File: src/spi_bus_pkg.sv
// spi bus widths
// byte and register address sizes shared by the
// peripheral, the selector and the registers

package spi_bus_pkg;

    // one SPI transfer unit, MSB first
    parameter int byte_width = 8;

    // first byte of a transaction carries the register address
    parameter int address_width = 8;

endpackage

File: src/register_map_pkg.sv
// register map
// addresses of the readable registers on the SPI bus,
// the fixed chip id and the version text

package register_map_pkg;

    import spi_bus_pkg::*;

    // register addresses
    parameter logic [address_width-1:0] chip_id_address = 8'hdb;
    parameter logic [address_width-1:0] version_address = 8'hb5;
    parameter logic [address_width-1:0] scratch_address = 8'h20;

    // selector state when no known register is addressed
    parameter logic [address_width-1:0] select_none = 8'h00;

    // identification byte returned by the chip id register
    parameter logic [byte_width-1:0] chip_id_value = 8'h81;

    // version text, first character in the top byte
    parameter int version_length = 8;
    parameter logic [version_length*byte_width-1:0] version_text = "FRAME001";

endpackage

File: src/spi_peripheral.sv
// spi peripheral
// mode 0 SPI target sampled by the system clock. Synchronizes the pins,
// counts bits, shifts bytes in on rising edges and out on falling edges.
// The first byte of a transaction is passed on as the register address,
// later bytes as data. A reply load drives its MSB straight away.

`timescale 1ns/1ps

module spi_peripheral
    import spi_bus_pkg::*;
#(
    parameter int sync_stages = 2
) (
    input  logic                     clock,
    input  logic                     arst_n,
    input  logic                     spi_select_in,
    input  logic                     spi_clock_in,
    input  logic                     spi_data_in,
    output logic                     spi_data_out,
    output logic [address_width-1:0] subperipheral_address,
    output logic                     subperipheral_address_valid,
    output logic [byte_width-1:0]    subperipheral_copi,
    output logic                     subperipheral_copi_valid,
    input  logic [byte_width-1:0]    subperipheral_cipo,
    input  logic                     subperipheral_cipo_valid,
    output logic                     transaction_active
);

    localparam int count_width = $clog2(byte_width);
    localparam logic [count_width-1:0] last_bit = count_width'(byte_width - 1);

    logic [sync_stages-1:0] select_sync;
    logic [sync_stages-1:0] sclk_sync;
    logic [sync_stages-1:0] copi_sync;
    logic                   sclk_prev;
    logic                   sclk_rise;
    logic                   sclk_fall;
    logic [count_width-1:0] bit_count;
    logic                   first_byte;
    logic [byte_width-1:0]  rx_shift;
    logic [byte_width-1:0]  rx_byte;
    logic [byte_width-1:0]  tx_shift;

    // pin synchronizers, select idles high and clock idles low
    always_ff @(posedge clock or negedge arst_n) begin
        if (!arst_n) begin
            select_sync <= '1;
            sclk_sync <= '0;
            copi_sync <= '0;
            sclk_prev <= 1'b0;
        end else begin
            select_sync <= {select_sync[sync_stages-2:0], spi_select_in};
            sclk_sync <= {sclk_sync[sync_stages-2:0], spi_clock_in};
            copi_sync <= {copi_sync[sync_stages-2:0], spi_data_in};
            sclk_prev <= sclk_sync[sync_stages-1];
        end
    end

    assign sclk_rise = sclk_sync[sync_stages-1] && !sclk_prev;
    assign sclk_fall = !sclk_sync[sync_stages-1] && sclk_prev;
    assign transaction_active = !select_sync[sync_stages-1];

    // byte as it stands once the current bit is shifted in
    assign rx_byte = {rx_shift[byte_width-2:0], copi_sync[sync_stages-1]};

    // bit counting and the per-byte strobes
    always_ff @(posedge clock or negedge arst_n) begin
        if (!arst_n) begin
            bit_count <= '0;
            first_byte <= 1'b1;
            subperipheral_address_valid <= 1'b0;
            subperipheral_copi_valid <= 1'b0;
        end else begin
            subperipheral_address_valid <= 1'b0;
            subperipheral_copi_valid <= 1'b0;
            if (!transaction_active) begin
                bit_count <= '0;
                first_byte <= 1'b1;
            end else if (sclk_rise) begin
                if (bit_count == last_bit) begin
                    bit_count <= '0;
                    first_byte <= 1'b0;
                    subperipheral_address_valid <= first_byte;
                    subperipheral_copi_valid <= !first_byte;
                end else begin
                    bit_count <= bit_count + 1'b1;
                end
            end
        end
    end

    // receive shifter and the completed bytes
    always_ff @(posedge clock) begin
        if (transaction_active && sclk_rise) begin
            rx_shift <= rx_byte;
            if (bit_count == last_bit) begin
                if (first_byte) begin
                    subperipheral_address <= rx_byte;
                end else begin
                    subperipheral_copi <= rx_byte;
                end
            end
        end
    end

    // transmit shifter
    // count is already back at zero on the falling edge that closes a byte
    always_ff @(posedge clock or negedge arst_n) begin
        if (!arst_n) begin
            tx_shift <= '0;
        end else if (subperipheral_cipo_valid) begin
            tx_shift <= subperipheral_cipo;
        end else if (transaction_active && sclk_fall && bit_count != '0) begin
            tx_shift <= {tx_shift[byte_width-2:0], 1'b0};
        end
    end

    assign spi_data_out = tx_shift[byte_width-1];

    // one byte cannot be both the address and data
    assert property (@(posedge clock) disable iff (!arst_n)
        !(subperipheral_address_valid && subperipheral_copi_valid));

endmodule

File: src/spi_subperipheral_selector.sv
// spi subperipheral selector
// holds the register address of the running transaction, enables the
// matching register and forwards that register's reply to the peripheral.
// Unknown addresses select nothing and produce no reply.

`timescale 1ns/1ps

module spi_subperipheral_selector
    import spi_bus_pkg::*;
    import register_map_pkg::*;
(
    input  logic                     clock,
    input  logic                     arst_n,
    input  logic [address_width-1:0] subperipheral_address,
    input  logic                     subperipheral_address_valid,
    input  logic                     transaction_active,
    input  logic [byte_width-1:0]    chip_id_data,
    input  logic                     chip_id_data_valid,
    input  logic [byte_width-1:0]    version_data,
    input  logic                     version_data_valid,
    input  logic [byte_width-1:0]    scratch_data,
    input  logic                     scratch_data_valid,
    output logic                     chip_id_enable,
    output logic                     version_enable,
    output logic                     scratch_enable,
    output logic [byte_width-1:0]    subperipheral_cipo,
    output logic                     subperipheral_cipo_valid
);

    logic [address_width-1:0] selected;

    always_ff @(posedge clock or negedge arst_n) begin
        if (!arst_n) begin
            selected <= select_none;
        end else if (!transaction_active) begin
            selected <= select_none;
        end else if (subperipheral_address_valid) begin
            case (subperipheral_address)
                chip_id_address, version_address, scratch_address: begin
                    selected <= subperipheral_address;
                end
                default: selected <= select_none;
            endcase
        end
    end

    assign chip_id_enable = (selected == chip_id_address);
    assign version_enable = (selected == version_address);
    assign scratch_enable = (selected == scratch_address);

    // reply mux, nothing selected means no load
    always_comb begin
        subperipheral_cipo = '0;
        subperipheral_cipo_valid = 1'b0;
        if (chip_id_enable) begin
            subperipheral_cipo = chip_id_data;
            subperipheral_cipo_valid = chip_id_data_valid;
        end else if (version_enable) begin
            subperipheral_cipo = version_data;
            subperipheral_cipo_valid = version_data_valid;
        end else if (scratch_enable) begin
            subperipheral_cipo = scratch_data;
            subperipheral_cipo_valid = scratch_data_valid;
        end
    end

    assert property (@(posedge clock) disable iff (!arst_n)
        $onehot0({chip_id_enable, version_enable, scratch_enable}));

endmodule

File: src/spi_register_chip_id.sv
// chip id register
// answers once with the fixed identification byte
// in the cycle after it is selected

`timescale 1ns/1ps

module spi_register_chip_id
    import spi_bus_pkg::*;
    import register_map_pkg::*;
(
    input  logic                  clock,
    input  logic                  arst_n,
    input  logic                  enable,
    output logic [byte_width-1:0] data_out,
    output logic                  data_out_valid
);

    logic enable_prev;

    always_ff @(posedge clock or negedge arst_n) begin
        if (!arst_n) begin
            enable_prev <= 1'b0;
            data_out_valid <= 1'b0;
        end else begin
            enable_prev <= enable;
            // single pulse on selection
            data_out_valid <= enable && !enable_prev;
        end
    end

    assign data_out = chip_id_value;

endmodule

File: src/spi_register_version_string.sv
// version string register
// streams the version text one byte per host byte. Selection restarts
// at the first character, each further host byte moves to the next one.
// Past the end of the text the reply is zero.

`timescale 1ns/1ps

module spi_register_version_string
    import spi_bus_pkg::*;
    import register_map_pkg::*;
#(
    parameter int text_length = version_length
) (
    input  logic                  clock,
    input  logic                  arst_n,
    input  logic                  enable,
    input  logic                  data_in_valid,
    output logic [byte_width-1:0] data_out,
    output logic                  data_out_valid
);

    localparam int index_width = $clog2(text_length + 1);

    logic                   enable_prev;
    logic [index_width-1:0] index;

    always_ff @(posedge clock or negedge arst_n) begin
        if (!arst_n) begin
            enable_prev <= 1'b0;
            index <= '0;
            data_out_valid <= 1'b0;
        end else begin
            enable_prev <= enable;
            data_out_valid <= 1'b0;
            if (enable && !enable_prev) begin
                index <= '0;
                data_out_valid <= 1'b1;
            end else if (enable && data_in_valid) begin
                // stop at the end so the reply stays zero
                if (index < text_length) begin
                    index <= index + 1'b1;
                end
                data_out_valid <= 1'b1;
            end
        end
    end

    // character lookup, first character sits in the top byte
    always_comb begin
        data_out = '0;
        if (index < text_length) begin
            data_out = version_text[(version_length - 1 - index) * byte_width +: byte_width];
        end
    end

    assert property (@(posedge clock) disable iff (!arst_n) index <= text_length);

endmodule

File: src/spi_register_scratch.sv
// scratch register
// one byte the host can write and read back. Selection replies with
// the stored byte, each following host byte overwrites it.

`timescale 1ns/1ps

module spi_register_scratch
    import spi_bus_pkg::*;
    import register_map_pkg::*;
(
    input  logic                  clock,
    input  logic                  arst_n,
    input  logic                  enable,
    input  logic [byte_width-1:0] data_in,
    input  logic                  data_in_valid,
    output logic [byte_width-1:0] data_out,
    output logic                  data_out_valid
);

    logic                  enable_prev;
    logic [byte_width-1:0] stored;

    always_ff @(posedge clock or negedge arst_n) begin
        if (!arst_n) begin
            enable_prev <= 1'b0;
            data_out_valid <= 1'b0;
            stored <= '0;
        end else begin
            enable_prev <= enable;
            // reply only on selection, writes are silent
            data_out_valid <= enable && !enable_prev;
            if (enable && data_in_valid) begin
                stored <= data_in;
            end
        end
    end

    assign data_out = stored;

endmodule

File: src/spi_top.sv
// spi register block
// SPI peripheral with its address selector and the chip id,
// version string and scratch registers

`timescale 1ns/1ps

module spi_top
    import spi_bus_pkg::*;
    import register_map_pkg::*;
#(
    parameter int sync_stages = 2,
    parameter int text_length = version_length
) (
    input  logic clock,
    input  logic arst_n,
    input  logic spi_select_in,
    input  logic spi_clock_in,
    input  logic spi_data_in,
    output logic spi_data_out
);

    logic [address_width-1:0] subperipheral_address;
    logic                     subperipheral_address_valid;
    logic [byte_width-1:0]    subperipheral_copi;
    logic                     subperipheral_copi_valid;
    logic [byte_width-1:0]    subperipheral_cipo;
    logic                     subperipheral_cipo_valid;
    logic                     transaction_active;

    logic                     chip_id_enable;
    logic [byte_width-1:0]    chip_id_data;
    logic                     chip_id_data_valid;
    logic                     version_enable;
    logic [byte_width-1:0]    version_data;
    logic                     version_data_valid;
    logic                     scratch_enable;
    logic [byte_width-1:0]    scratch_data;
    logic                     scratch_data_valid;

    spi_peripheral #(
        .sync_stages(sync_stages)
    ) spi_peripheral (
        .clock(clock),
        .arst_n(arst_n),
        .spi_select_in(spi_select_in),
        .spi_clock_in(spi_clock_in),
        .spi_data_in(spi_data_in),
        .spi_data_out(spi_data_out),
        .subperipheral_address(subperipheral_address),
        .subperipheral_address_valid(subperipheral_address_valid),
        .subperipheral_copi(subperipheral_copi),
        .subperipheral_copi_valid(subperipheral_copi_valid),
        .subperipheral_cipo(subperipheral_cipo),
        .subperipheral_cipo_valid(subperipheral_cipo_valid),
        .transaction_active(transaction_active)
    );

    spi_subperipheral_selector spi_subperipheral_selector (
        .clock(clock),
        .arst_n(arst_n),
        .subperipheral_address(subperipheral_address),
        .subperipheral_address_valid(subperipheral_address_valid),
        .transaction_active(transaction_active),
        .chip_id_data(chip_id_data),
        .chip_id_data_valid(chip_id_data_valid),
        .version_data(version_data),
        .version_data_valid(version_data_valid),
        .scratch_data(scratch_data),
        .scratch_data_valid(scratch_data_valid),
        .chip_id_enable(chip_id_enable),
        .version_enable(version_enable),
        .scratch_enable(scratch_enable),
        .subperipheral_cipo(subperipheral_cipo),
        .subperipheral_cipo_valid(subperipheral_cipo_valid)
    );

    spi_register_chip_id spi_register_chip_id (
        .clock(clock),
        .arst_n(arst_n),
        .enable(chip_id_enable),
        .data_out(chip_id_data),
        .data_out_valid(chip_id_data_valid)
    );

    spi_register_version_string #(
        .text_length(text_length)
    ) spi_register_version_string (
        .clock(clock),
        .arst_n(arst_n),
        .enable(version_enable),
        .data_in_valid(subperipheral_copi_valid),
        .data_out(version_data),
        .data_out_valid(version_data_valid)
    );

    spi_register_scratch spi_register_scratch (
        .clock(clock),
        .arst_n(arst_n),
        .enable(scratch_enable),
        .data_in(subperipheral_copi),
        .data_in_valid(subperipheral_copi_valid),
        .data_out(scratch_data),
        .data_out_valid(scratch_data_valid)
    );

endmodule

File: config.mk
export PLATFORM = sky130hd
export DESIGN_NAME = spi_top
export DESIGN_NICKNAME = d
export VERILOG_FILES = /design/src/spi_bus_pkg.sv /design/src/register_map_pkg.sv /design/src/spi_peripheral.sv /design/src/spi_subperipheral_selector.sv /design/src/spi_register_chip_id.sv /design/src/spi_register_version_string.sv /design/src/spi_register_scratch.sv /design/src/spi_top.sv
export SDC_FILE = /design/constraint.sdc
export NUM_CORES = 1
export LEC_CHECK = 0
export BUFFER_PORTS_ARGS = -buffer_cell sky130_fd_sc_hd__buf_2
export CORE_UTILIZATION = 55
export CTS_CLUSTER_DIAMETER = 200
export DETAILED_ROUTE_END_ITERATION = 12
export PLACE_DENSITY = 0.74
export SETUP_SLACK_MARGIN = 0.05
export SYNTH_ARGS = -nofsm -noshare
export SYNTH_HDL_FRONTEND = slang
export SYNTH_SLANG_ARGS = --single-unit
File: constraint.sdc
create_clock -name clock -period 1.9 [get_ports clock]
set_clock_uncertainty 0.05 [all_clocks]
set_input_delay 0.38 -clock clock [delete_from_list [all_inputs] [get_ports clock]]
set_output_delay 0.38 -clock clock [all_outputs]
set_load 0.01 [all_outputs]
Word-level counts from Yosys, hierarchy flattened
Cells that the tools add are included.
Widths: inputs -> output; s select.

operators by class
  add/subtract/negate cells = 3
  magnitude comparators = 1
  equal/unequal tests = 7
  shift-type cells = 1
  muxes and demuxes = 29
  bitwise gates (word level) = 1
  reduce and logical (&&, ||, !) cells = 29

operators by type and width
  operator                  number
  $mux 8                    9
  $shiftx 64x33->8 const A  1
  $eq 8x8->1 const B        4
  $eq 8x6->1 const B        2
  $mux 1                    14
  $mux 4                    3
  $reduce_bool 2->1         6
  $logic_and 1x1->1         10
  $mux 3                    3
  $logic_not 1->1           7
  $reduce_and 3->1          2
  $sub 3x4->5 const A       1
  $add 4x1->4 const B       1
  $lt 4x4->1 const B        1
  $reduce_and 2->1          2
  $add 3x1->3 const B       1
  $eq 3x3->1 const B        1
  $reduce_bool 3->1         1
  $reduce_or 3->1           1
  $not 1->1                 1

word-level totals
  register bits = 70
  input bits = 5
  output and inout bits = 1
  logic and storage cells = 92

Logic depth before layout (Yosys ltp)
Gate-level depths: netlist of the first run.

  word-level depth = 6
  depth in mapped cells = 6
  depth with buffers taken out = 6

Modules after synthesis
From an unflattened synthesis of the first run, not the netlist that was laid out.

second synthesis, totals
  cells, all modules = 241
  area total of the unflattened synthesis = 3138.0 um2

by module, submodules not included
  module                       times used  cells an instance  area each (um2)  sequential area each (um2)
  spi_peripheral               1           107                1720.4           1219.9
  spi_subperipheral_selector   1           60                 559.3            200.2
  spi_register_version_string  1           41                 374.1            150.1
  spi_register_scratch         1           20                 352.8            250.2
  spi_register_chip_id         1           13                 131.4            50.0

Worst setup path before layout of the first run
Ideal clock, no wire load.

  path kind = register -> register
  from = reg spi_peripheral.sclk_prev
  to = reg spi_peripheral.subperipheral_copi[0], enable pin
  library setup time = 370 ps
  arrival time = 1548 ps
  required time = 1480 ps
  path slack = -69 ps
  stages on the path, launching flop included = 5
  path buffers = 0
  clock period less this slack = 1969 ps
  cells stage by stage = dfrtp_1 -> nand2b_1 -> nor2_1 -> nand2_1 -> nor2_1

on the way
  longest elaborated chain between the ends = 4

ends and longest elaborated chain
  element                            line                   source
  start, declared                    spi_peripheral.sv:35   logic sclk_prev;
  start signal, assigned             spi_peripheral.sv:55   sclk_prev <= sclk_sync[sync_stages-1];
  $logic_not 1->1                    spi_peripheral.sv:59   assign sclk_rise = sclk_sync[sync_stages-1] && !sclk_prev;
  $logic_and 1x1->1                  spi_peripheral.sv:59
  $logic_and 1x1->1                  spi_peripheral.sv:94   if (transaction_active && sclk_rise) begin
  $reduce_and 3->1 (no source line)  --
  end signal, assigned               spi_peripheral.sv:100  subperipheral_copi <= rx_byte;
  end, declared                      spi_peripheral.sv:22   output logic [byte_width-1:0] subperipheral_copi,

No other way between the ends.
A chain may end at the register's enable or synchronous reset.

Worst setup path after layout of the first run
  from = reg spi_peripheral.subperipheral_address[6]
  to = reg spi_subperipheral_selector.selected[0]

on the way
  longest elaborated chain between the ends = 5
  elaborated cells between the ends (all ways) = 7
  those cells by class = 3 x eq/ne; 3 x mux; 1 x reduce/logical

ends and longest elaborated chain
  element                                          line                              source
  start, declared                                  spi_peripheral.sv:20              output logic [address_width-1:0] subperipheral_address,
  start signal, assigned                           spi_peripheral.sv:98              subperipheral_address <= rx_byte;
  $eq 8x8->1 / $eq 8x6->1 (equally long branches)  spi_subperipheral_selector.sv:38  case (subperipheral_address)
  $reduce_or 3->1 (*)                              spi_subperipheral_selector.sv:38
  $mux 8 (*)                                       spi_subperipheral_selector.sv:38
  $mux 8 (*)                                       spi_subperipheral_selector.sv:37  end else if (subperipheral_address_valid) begin
  $mux 8 (*)                                       spi_subperipheral_selector.sv:35  end else if (!transaction_active) begin
  end signal, assigned                             spi_subperipheral_selector.sv:34  selected <= select_none;
  end signal, assigned                             spi_subperipheral_selector.sv:36  selected <= select_none;
  end signal, assigned                             spi_subperipheral_selector.sv:40  selected <= subperipheral_address;
  end, declared                                    spi_subperipheral_selector.sv:30  logic [address_width-1:0] selected;

Mark *: on every way between the ends. The rest lies on a longest branch, timed or not. The select of a mux whose other input is x is not followed.

==> metrics.cfg, run 1 <==
[outcome]
status=completed

[pwr]
power_density_nw_per_um2=850
p_leak_nw=1.49
irDropWorstVdd_uv=678

[synthesis]
syn_area_um2=2910
yosysWarnings=0
yosysUniqueCellTypes=52
seq_area_frac_synth_pct=64.2
synth_most_common_cell=dfrtp_1
synth_cells=197
syn_area_per_cell_um2=14.8
yosys-top-cells-area=dfrtp_1 38%, edfxtp_1 24%, mux2_4 4.1%, a22o_1 3.6%, mux2i_1 3.1%
synth_commonest_cells=44 x dfrtp_1, 23 x edfxtp_1, 12 x a22o_1
yosysTopAreaCellShare_pct=37.8
synth-seq-cells=70
synth-edff-count=23
syn_nets=206
synth_ff_type=dfrtp_1
postSynth.asyncResetShare_pct=67.1
yosys.area.top_type=dfrtp_1

[setup_path]
cp-startpoint=spi_peripheral.subperipheral_address[6]
required_ns=2.14
worstSetupPathType=flop to flop
r2r_start=spi_peripheral.subperipheral_address[6]
worstSetupStartpointType=flop
timing.rr.end=spi_subperipheral_selector.selected[0]
timing.critical_path.to_type=flop
critPathBufInv=1
reg2reg_depth=4
cp_cell_sequence=or4b_1 > a221oi_4 > buf_4 > a22o_1
rrSetupSlack_ns=0.19
path_depth=4
endpoint=spi_subperipheral_selector.selected[0]
critPathSlowestCell=or4b_1
critPathMaxStageDelay_ns=0.56
cp.arrival_ns=1.95
critPathTopFamily=simple AND/OR/NAND/NOR gates
critPathMaxFanout=8

[timing]
finalSetupTns_ns=0
report.final.hold_viol_count=0
post-route-period-util_pct=89.9
fmax_ghz=0.585
rsz0062_at_grt=false
max_slew_margin_pct=67.0
drv_slew=0
finalWorstSetupSlack_ns=0.191
fin_crit_ns=1.71
tightest_slew_ns=0.493
finalSetupViolCount=0

[clock_network]
cts_buffer_depth=2
clk_pin_slew_ns=0.08
cts_sinks=70
root_buffer=clkbuf_8
clock_latency_ns=0.35
cts_tree=yes
cts_buffers=9
htree_num_levels=3

[grt]
grt_max_degree=29
grt_pass1_vias=1748
grt_pass1_wl_um=8380
use_met1_pct=25.0
grt.met2_usage_pct=36.0
grt-ovfl-total=0
grt.met3_usage_pct=9.77
top_usage_layer=met2
antenna_found_initial=0
grt_util_all_layers_pct=21.7

[floorplan]
dieArea_um2=5590
num_io_pins=6
die_x_um=74.8
core_um2=5110
die_h_um=74.8
start_util_pct=57.0
num_rows=26

[detailed_routing]
first_pass_iters=4
drt_iter0_drc=87
drc_errors=0
vias_per_cell=5.79
vias=1696
wl_um=4950
ant_nets=0
wl_per_cell_um=16.9

[cells_and_area]
area_delta_synth_final_pct=13.1
fin_nets=227
layout-drive-gt1-share_pct=25.6
fin_area_um2=3290
antennaDiodeCount=0

[place]
place.gp.congestion=0.824
place_ws_ns=0.108
hpwl_um=3520
placed_area_um2=3070
portBuffers=5

[min_path]
hp-class=primary input to flop

[job]
drv_cap=0

## state kept, by name, summed over array words and instances, names as in the netlist
| signal | cells |
|---|---|
| spi_register_version_string.data_out_valid | 1 |
| spi_register_scratch.data_out | 8 |
| spi_peripheral.subperipheral_copi_valid | 1 |
| spi_peripheral.tx_shift | 8 |
| spi_peripheral.select_sync | 2 |
| spi_register_chip_id.data_out_valid | 1 |
| spi_peripheral.rx_shift | 7 |
| spi_peripheral.subperipheral_address_valid | 1 |
| spi_register_scratch.data_out_valid | 1 |
| spi_peripheral.first_byte | 1 |
| spi_peripheral.subperipheral_address | 8 |
| spi_register_chip_id.enable_prev | 1 |
| spi_peripheral.sclk_sync | 2 |
| spi_register_version_string.index | 4 |
| spi_peripheral.subperipheral_copi | 8 |
| spi_subperipheral_selector.selected | 8 |
| spi_peripheral.sclk_prev | 1 |
| spi_peripheral.copi_sync | 2 |
| spi_peripheral.bit_count | 3 |
| spi_register_version_string.enable_prev | 1 |
| spi_register_scratch.enable_prev | 1 |
## cells in the final DEF, fill, tap and decap left out, types with 3 or more instances in the layout
master,n
nor3_1,4
o22ai_1,4
clkbuf_8,9
inv_1,6
mux2_2,3
nor2_1,10
buf_2,5
ha_1,4
dfstp_2,3
nand2b_1,4
buf_4,8
mux2i_1,9
a21oi_1,3
edfxtp_1,23
dfrtp_1,44
a22o_1,12
nand2_1,6
and3_1,5
mux2_4,8
nand4_1,4
## per-layer routing
metal,wire length [um],vias up
met5,0,-
met4,95,0
met3,164,9
met2,2540,22
met1,2150,871
li1,-,794
## stage by stage
step / util (%) / power [W] / hold slack (ns) / instances
2_1_floorplan: - / 0.00162 / 0.0344 / 197
3_3_place_gp: 60.2 / 0.00166 / 0.284 / 275
3_5_place_dp: 60.2 / 0.00166 / 0.290 / 275
4_1_cts: 64.3 / 0.00283 / 0.0556 / 292
5_1_grt: 64.5 / 0.00291 / 0.0428 / 293
6_report: 64.5 / 0.00280 / 0.0734 / 293
## power by group
group	internal, W	total [W]	leakage (nW)	switching [W]
sequential	0.00157	0.00158	0.842	0.0000119
combinational	0.0000168	0.0000502	0.552	0.0000334
clock	0.000614	0.00117	0.0931	0.000552
## logic make-up after synthesis
logic type / share of synthesized area [%]
simple gates: 12.6
buf+inv: 1.68
flops: 64.2
xor+xnor: 0.301
fa+ha+maj: 1.72
mux: 8.38
compound gates: 11.0
## layout make-up
| type | instances | area [um2] |
|---|---|---|
| sequential | 70 | 1870 |
| fill | 381 | 1810 |
| clock buffer | 10 | 128 |
| timing repair buffer | 15 | 115 |
| multi-input combinational | 116 | 998 |
| clock inverter | 6 | 71.3 |
| tap | 70 | 87.6 |
| inverter | 6 | 22.5 |
## worst min path at each step
stage	start	to	slack [ns]	cells past startpoint
after floorplan	arst_n	spi_peripheral.bit_count[0]	0.03	0
after global placement	spi_peripheral.sclk_sync[0]	spi_peripheral.sclk_sync[1]	0.28	0
after detailed placement	spi_peripheral.copi_sync[0]	spi_peripheral.copi_sync[1]	0.29	0
after CTS	spi_select_in	spi_peripheral.select_sync[0]	0.06	1
after global routing	spi_select_in	spi_peripheral.select_sync[0]	0.04	1
final	spi_select_in	spi_peripheral.select_sync[0]	0.07	1
## what timing repair did
action,CTS,global route
hold endpoints to repair,19,0
gates resized for setup,0,1
setup buffers,0,1
setup endpoints to repair,0,11
hold buffers,1,0
Note: power is estimated with default switching activity, not from simulation.
==> run 2: changes to the inputs <==
CORE_UTILIZATION = 58   (was 55)
CTS_BUF_LIST = sky130_fd_sc_hd__clkbuf_4   (was not set)
PLACE_DENSITY = 0.78   (was 0.74)
==> run 2 against run 1 <==
Effect of this change: non-clock buffer count rose by 1; die area is 5.0% lower; sequential power is essentially flat; via count is 1.1% lower; first-iteration DRC count increased by 120%; flip-flop and latch count unchanged; total power down 7.5%; clock power decreased by 18%; global-route usage is 0.36 points lower.
==> metrics.cfg, run 2 (same netlist as run 1, synthesis figures left out) <==
[min_path]
hold_end=spi_peripheral.copi_sync[0]
min_from=spi_data_in
hold_depth=1
hp-class=primary input to flop

[grt]
grt-ovfl-total=0
grt_util_all_layers_pct=21.4
grt_max_degree=26
antenna_found_initial=0
grt_pass1_wl_um=8070
grt_pass1_vias=1621

[cells_and_area]
antennaDiodeCount=0
mostFrequentLayoutCells=44 x dfrtp_1, 23 x edfxtp_1, 14 x clkbuf_4, 12 x a22o_1, 10 x nor2_1
fillers=338
fin_cells=291
fin_nets=228
final_common_cell=dfrtp_1
area_delta_synth_final_pct=10.8
layout-drive-gt1-share_pct=25.4

[pwr]
irDropWorstVdd_uv=474
p_leak_nw=1.47
power_density_nw_per_um2=802

[setup_path]
worstSetupStartpointType=flop
r2r_start=spi_peripheral.subperipheral_address[1]
critPathMaxStageDelay_ns=0.59
reg2reg_depth=3
timing.rr.end=spi_subperipheral_selector.selected[1]
critPathMaxFanout=8
cp-startpoint=spi_peripheral.subperipheral_address[1]
cp_cell_sequence=or4b_1 > a221oi_4 > a22o_1
required_ns=2.21
worstSetupPathType=flop to flop
cp.arrival_ns=2.11
rrSetupSlack_ns=0.10
timing.critical_path.to_type=flop
critPathSlowestCell=or4b_1

[clock_network]
root_buffer=clkbuf_4
cts_tree=yes
clock_latency_ns=0.42
cts_buffers=9
cts_buffer_depth=2
htree_num_levels=3
cts_sinks=70
clk_pin_slew_ns=0.11

[place]
hpwl_um=3540
dp_cells=273
place.gp.congestion=0.834
portBuffers=5

[detailed_routing]
drt_iter0_drc=188
wl_met3_um=208
vias=1678
wl_met2_um=2370
drc_errors=0
first_pass_iters=4
wl_met1_um=2340
wl_um=5000
vias_per_cell=5.77
wl_per_cell_um=17.2
routed.top_layer=met4
ant_nets=0

[outcome]
status=completed

[floorplan]
num_io_pins=6
num_rows=25
die_h_um=72.9
start_util_pct=60.8
dieArea_um2=5310
core_um2=4790
die_x_um=72.9

[job]
drv_cap=0

[timing]
post-route-period-util_pct=94.7
tightest_slew_ns=0.545
finalSetupTns_ns=0
hold_slack_ns=0.0104
report.final.hold_viol_count=0
max_slew_margin_pct=63.7
fin_crit_ns=1.80
drv_slew=0
rsz0062_at_grt=true
finalSetupViolCount=0
fmax_ghz=0.556

==> run 2: cell count changes in the layout (fill, tap and decap cells not counted), sizes merged <==
cell,before,now
inv,7,6
clkbuf,10,14
dlygate4sd3,1,2
clkinvlp,2,0
clkinv,2,1
==> run 2: metrics by stage <==
stage	area [um2]	total power, W	setup slack (ns)	util, %
after floorplan	2910	0.00162	0.0562	-
after global placement	3060	0.00166	0.162	64.0
after detailed placement	3060	0.00166	0.112	64.0
after CTS	3220	0.00259	0.0729	67.3
after global routing	3230	0.00265	0.0402	67.4
final	3230	0.00259	0.101	67.4
==> run 2: how the worst max path moves through the flow <==
stage,cells after the start,slack [ns],end
after global routing,3,0.04,spi_subperipheral_selector.selected[1]
after detailed placement,4,0.11,spi_register_version_string.index[2]
final,3,0.10,spi_subperipheral_selector.selected[1]
after CTS,4,0.07,spi_register_version_string.index[2]
after global placement,4,0.16,spi_register_version_string.index[2]
after floorplan,5,0.06,spi_peripheral.tx_shift[6]
==> run 2: final cells by class <==
| type | count | area (um2) | share of cell area, % |
|---|---|---|---|
| tap | 67 | 83.8 | 2.60 |
| clock buffer | 14 | 105 | 3.26 |
| multi-input combinational | 116 | 998 | 30.9 |
| clock inverter | 2 | 33.8 | 1.05 |
| timing repair buffer | 16 | 113 | 3.49 |
| sequential | 70 | 1870 | 58.0 |
| inverter | 6 | 22.5 | 0.698 |
==> run 2: timing repair <==
item                       4_1_cts  5_1_grt
gates resized for setup          0        1
buffers inserted                 0        0
hold buffers                     2        0
setup endpoints to repair        0        8
hold endpoints to repair        21        0
==> run 2: metal layers <==
metal  up-vias  global-route usage, %
met1       841                   30.0
met3        10                   4.14
met5         -                      0
met4         0                   12.9
li1        796                      -
met2        31                   31.2
==> run 2: report_power, final <==
part	switching [W]	internal, W	total [W]
logic	0.0000330	0.0000166	0.0000496
clock network	0.000486	0.000473	0.000959
registers	0.0000108	0.00157	0.00158
total	0.000530	0.00206	0.00259
==> run 2: critical path, delay by kind of cell, from the launching register on <==
kind / cells / cell delay [ns]
AND/OR/NAND/NOR: 1 / 0.59
AO/OA/AOI/OAI: 2 / 0.66
flip-flops: 1 / 0.43
==> run 3: changes to the inputs <==
CORE_ASPECT_RATIO = 2   (was not set)
PLACE_DENSITY = 0.77   (was 0.78)
SYNTH_HIERARCHICAL = 1   (was not set)
==> run 3 against run 2 <==
Effect of this change: sequential share of layout area down 5.2 points; clock power up 36%; non-clock buffer count rose by 10; highest routed layer unchanged; core utilization is 0.94 points higher; largest cell class unchanged; die area rose by 7.9%; worst setup slack lost 0.069 ns; critical endpoint is now spi_register_scratch/data_out[6]; combinational power increased to 3.9 times the previous value; flip-flop and latch count is the same; final area grew 9.8%; first-iteration DRC count down 51%; via count increased by 13%.
==> metrics.cfg, run 3 <==
[setup_path]
reg2reg_depth=5
worstSetupPathType=flop to flop
critPathMaxFanout=8
timing.rr.end=spi_register_scratch/data_out[6]
required_ns=2.16
cp.arrival_ns=2.13
r2r_start=spi_subperipheral_selector/selected[7]
timing.critical_path.to_type=flop
worstSetupStartpointType=flop
rrSetupSlack_ns=0.03

[synthesis]
synth_ff_type=dfrtp_1
syn_area_per_cell_um2=13.0
yosysTopAreaCellShare_pct=35.1
synth_cells=241
postSynth.asyncResetShare_pct=67.1
seq_area_frac_synth_pct=59.6
synth_commonest_cells=44 x dfrtp_1, 23 x edfxtp_1, 14 x inv_1
synth-seq-cells=70
synth-edff-count=23
yosysUniqueCellTypes=50
yosys.area.top_type=dfrtp_1
syn_area_um2=3140
synth_most_common_cell=dfrtp_1
yosys-top-cells-area=dfrtp_1 35%, edfxtp_1 22%, mux2_2 3.2%, o31ai_2 3.2%, a222oi_1 2.9%
yosysWarnings=6

[cells_and_area]
antennaDiodeCount=0
fin_area_um2=3540
mostFrequentLayoutCells=44 x dfrtp_1, 23 x edfxtp_1, 14 x buf_4, 14 x inv_1
fillers=376
final_common_cell=dfrtp_1
fin_nets=275
layout-drive-gt1-share_pct=25.8
area_delta_synth_final_pct=13.0

[place]
hpwl_um=3850
placed_area_um2=3280
place.gp.congestion=0.735
portBuffers=5
place_ws_ns=-0.0977

[pwr]
p_leak_nw=1.60
power_density_nw_per_um2=895
irDropWorstVdd_uv=851

[timing]
fin_crit_ns=1.87
max_slew_margin_pct=40.3
post-route-period-util_pct=98.4
drv_slew=0
tightest_slew_ns=0.893
rsz0062_at_grt=true
fmax_ghz=0.535
finalWorstSetupSlack_ns=0.0312
report.final.hold_viol_count=0
finalSetupViolCount=0

[detailed_routing]
wl_um=5320
first_pass_iters=8
wl_per_cell_um=16.2
drt_iter0_drc=92
drc_errors=0
ant_nets=0
vias_per_cell=5.77
vias=1898

[min_path]
hold_depth=0
hold_end=spi_peripheral/select_sync[1]
hp-class=flop to flop
min_from=spi_peripheral/select_sync[0]

[grt]
grt_max_degree=32
grt_pass1_vias=1952
antenna_found_initial=0
grt-ovfl-total=0
grt_util_all_layers_pct=22.3
grt_pass1_wl_um=8840

[floorplan]
num_rows=37
die_h_um=106
num_io_pins=6
core_um2=5180
die_x_um=54.0
start_util_pct=60.5
dieArea_um2=5730

[clock_network]
root_buffer=clkbuf_4
cts_buffers=9
clk_pin_slew_ns=0.11
htree_num_levels=3
cts_buffer_depth=2
clock_latency_ns=0.42
cts_tree=yes
cts_sinks=70

[job]
drv_cap=0

[outcome]
status=completed

==> run 3: cell count changes after synthesis, moves of 8 or more <==
| cell | delta |
|---|---|
| buf_4 | +10 |
| mux2_4 | -8 |
| inv_1 | +8 |
| o31ai_2 | +8 |
| nor2b_1 | +10 |
| a22o_1 | -10 |
| a222oi_1 | +9 |
==> run 3: logic make-up after synthesis <==
kind of cell	after synthesis	share of synthesized area, %
adder cells (fa/ha/maj)	4	1.59
AO/OA/AOI/OAI	47	12.4
buffers and inverters	32	6.06
flip-flops	70	59.6
XOR/XNOR	1	0.279
other	3	0.359
AND/OR/NAND/NOR	71	15.2
multiplexers	13	4.51
==> run 3: repair_timing <==
action,4_1_cts,5_1_grt
gates resized for setup,1,2
buffers inserted,1,0
hold buffers,4,0
endpoints found under the setup margin,16,17
endpoints found under the hold margin,19,0
pin swaps,2,0
==> run 3: worst max-delay path: stages, from the launching register on <==
cell and delay [ns]:
dfrtp_1 0.39, or4_4 0.54, nor4_4 0.20, buf_4 0.20, nand2_4 0.09, mux2_2 0.29
==> run 3: worst max-delay path by stage <==
stage                                                 from                                to  slack, ns
floorplan           spi_subperipheral_selector/selected[7]        spi_peripheral/tx_shift[7]      -0.25
finish              spi_subperipheral_selector/selected[7]  spi_register_scratch/data_out[6]       0.03
global route        spi_subperipheral_selector/selected[7]        spi_peripheral/tx_shift[1]      -0.06
global placement    spi_subperipheral_selector/selected[7]  spi_register_scratch/data_out[6]      -0.01
CTS                 spi_subperipheral_selector/selected[7]  spi_register_scratch/data_out[6]      -0.01
detailed placement  spi_subperipheral_selector/selected[7]  spi_register_scratch/data_out[6]       -0.1
==> run 3: metrics by stage <==
step	TNS [ns]	std cells	hold WS [ns]	utilization [%]	power [W]
finish	0	329	0.312	68.4	0.00317
floorplan	-2.84	247	0.0344	-	0.00186
global placement	-0.0879	308	0.283	63.2	0.00190
CTS	-0.0389	329	0.313	68.2	0.00321
global route	-0.664	329	0.320	68.4	0.00331
detailed placement	-0.927	308	0.292	63.2	0.00191
==> run 3: power breakdown <==
group          internal, W  switching, W
Sequential         0.00163     0.0000516
Combinational    0.0000942      0.000101
Clock             0.000792      0.000504
==> run 3: area by class of cell <==
class	instances	area, um2	area share, %
clock buffers	9	67.6	1.91
well taps	58	72.6	2.05
inverters	14	52.6	1.48
repair buffers	26	230	6.49
multi-input cells	145	1110	31.5
clock inverters	7	136	3.85
flip-flops and latches	70	1870	52.8
==> run 3: metal layers <==
layer | vias up | global-route usage, % | wire length, um
li1 | 916 | - | -
met2 | 34 | 38.1 | 3100
met4 | 0 | 13.4 | 152
met3 | 12 | 6.87 | 155
met1 | 936 | 22.1 | 1910
met5 | - | 0 | 0
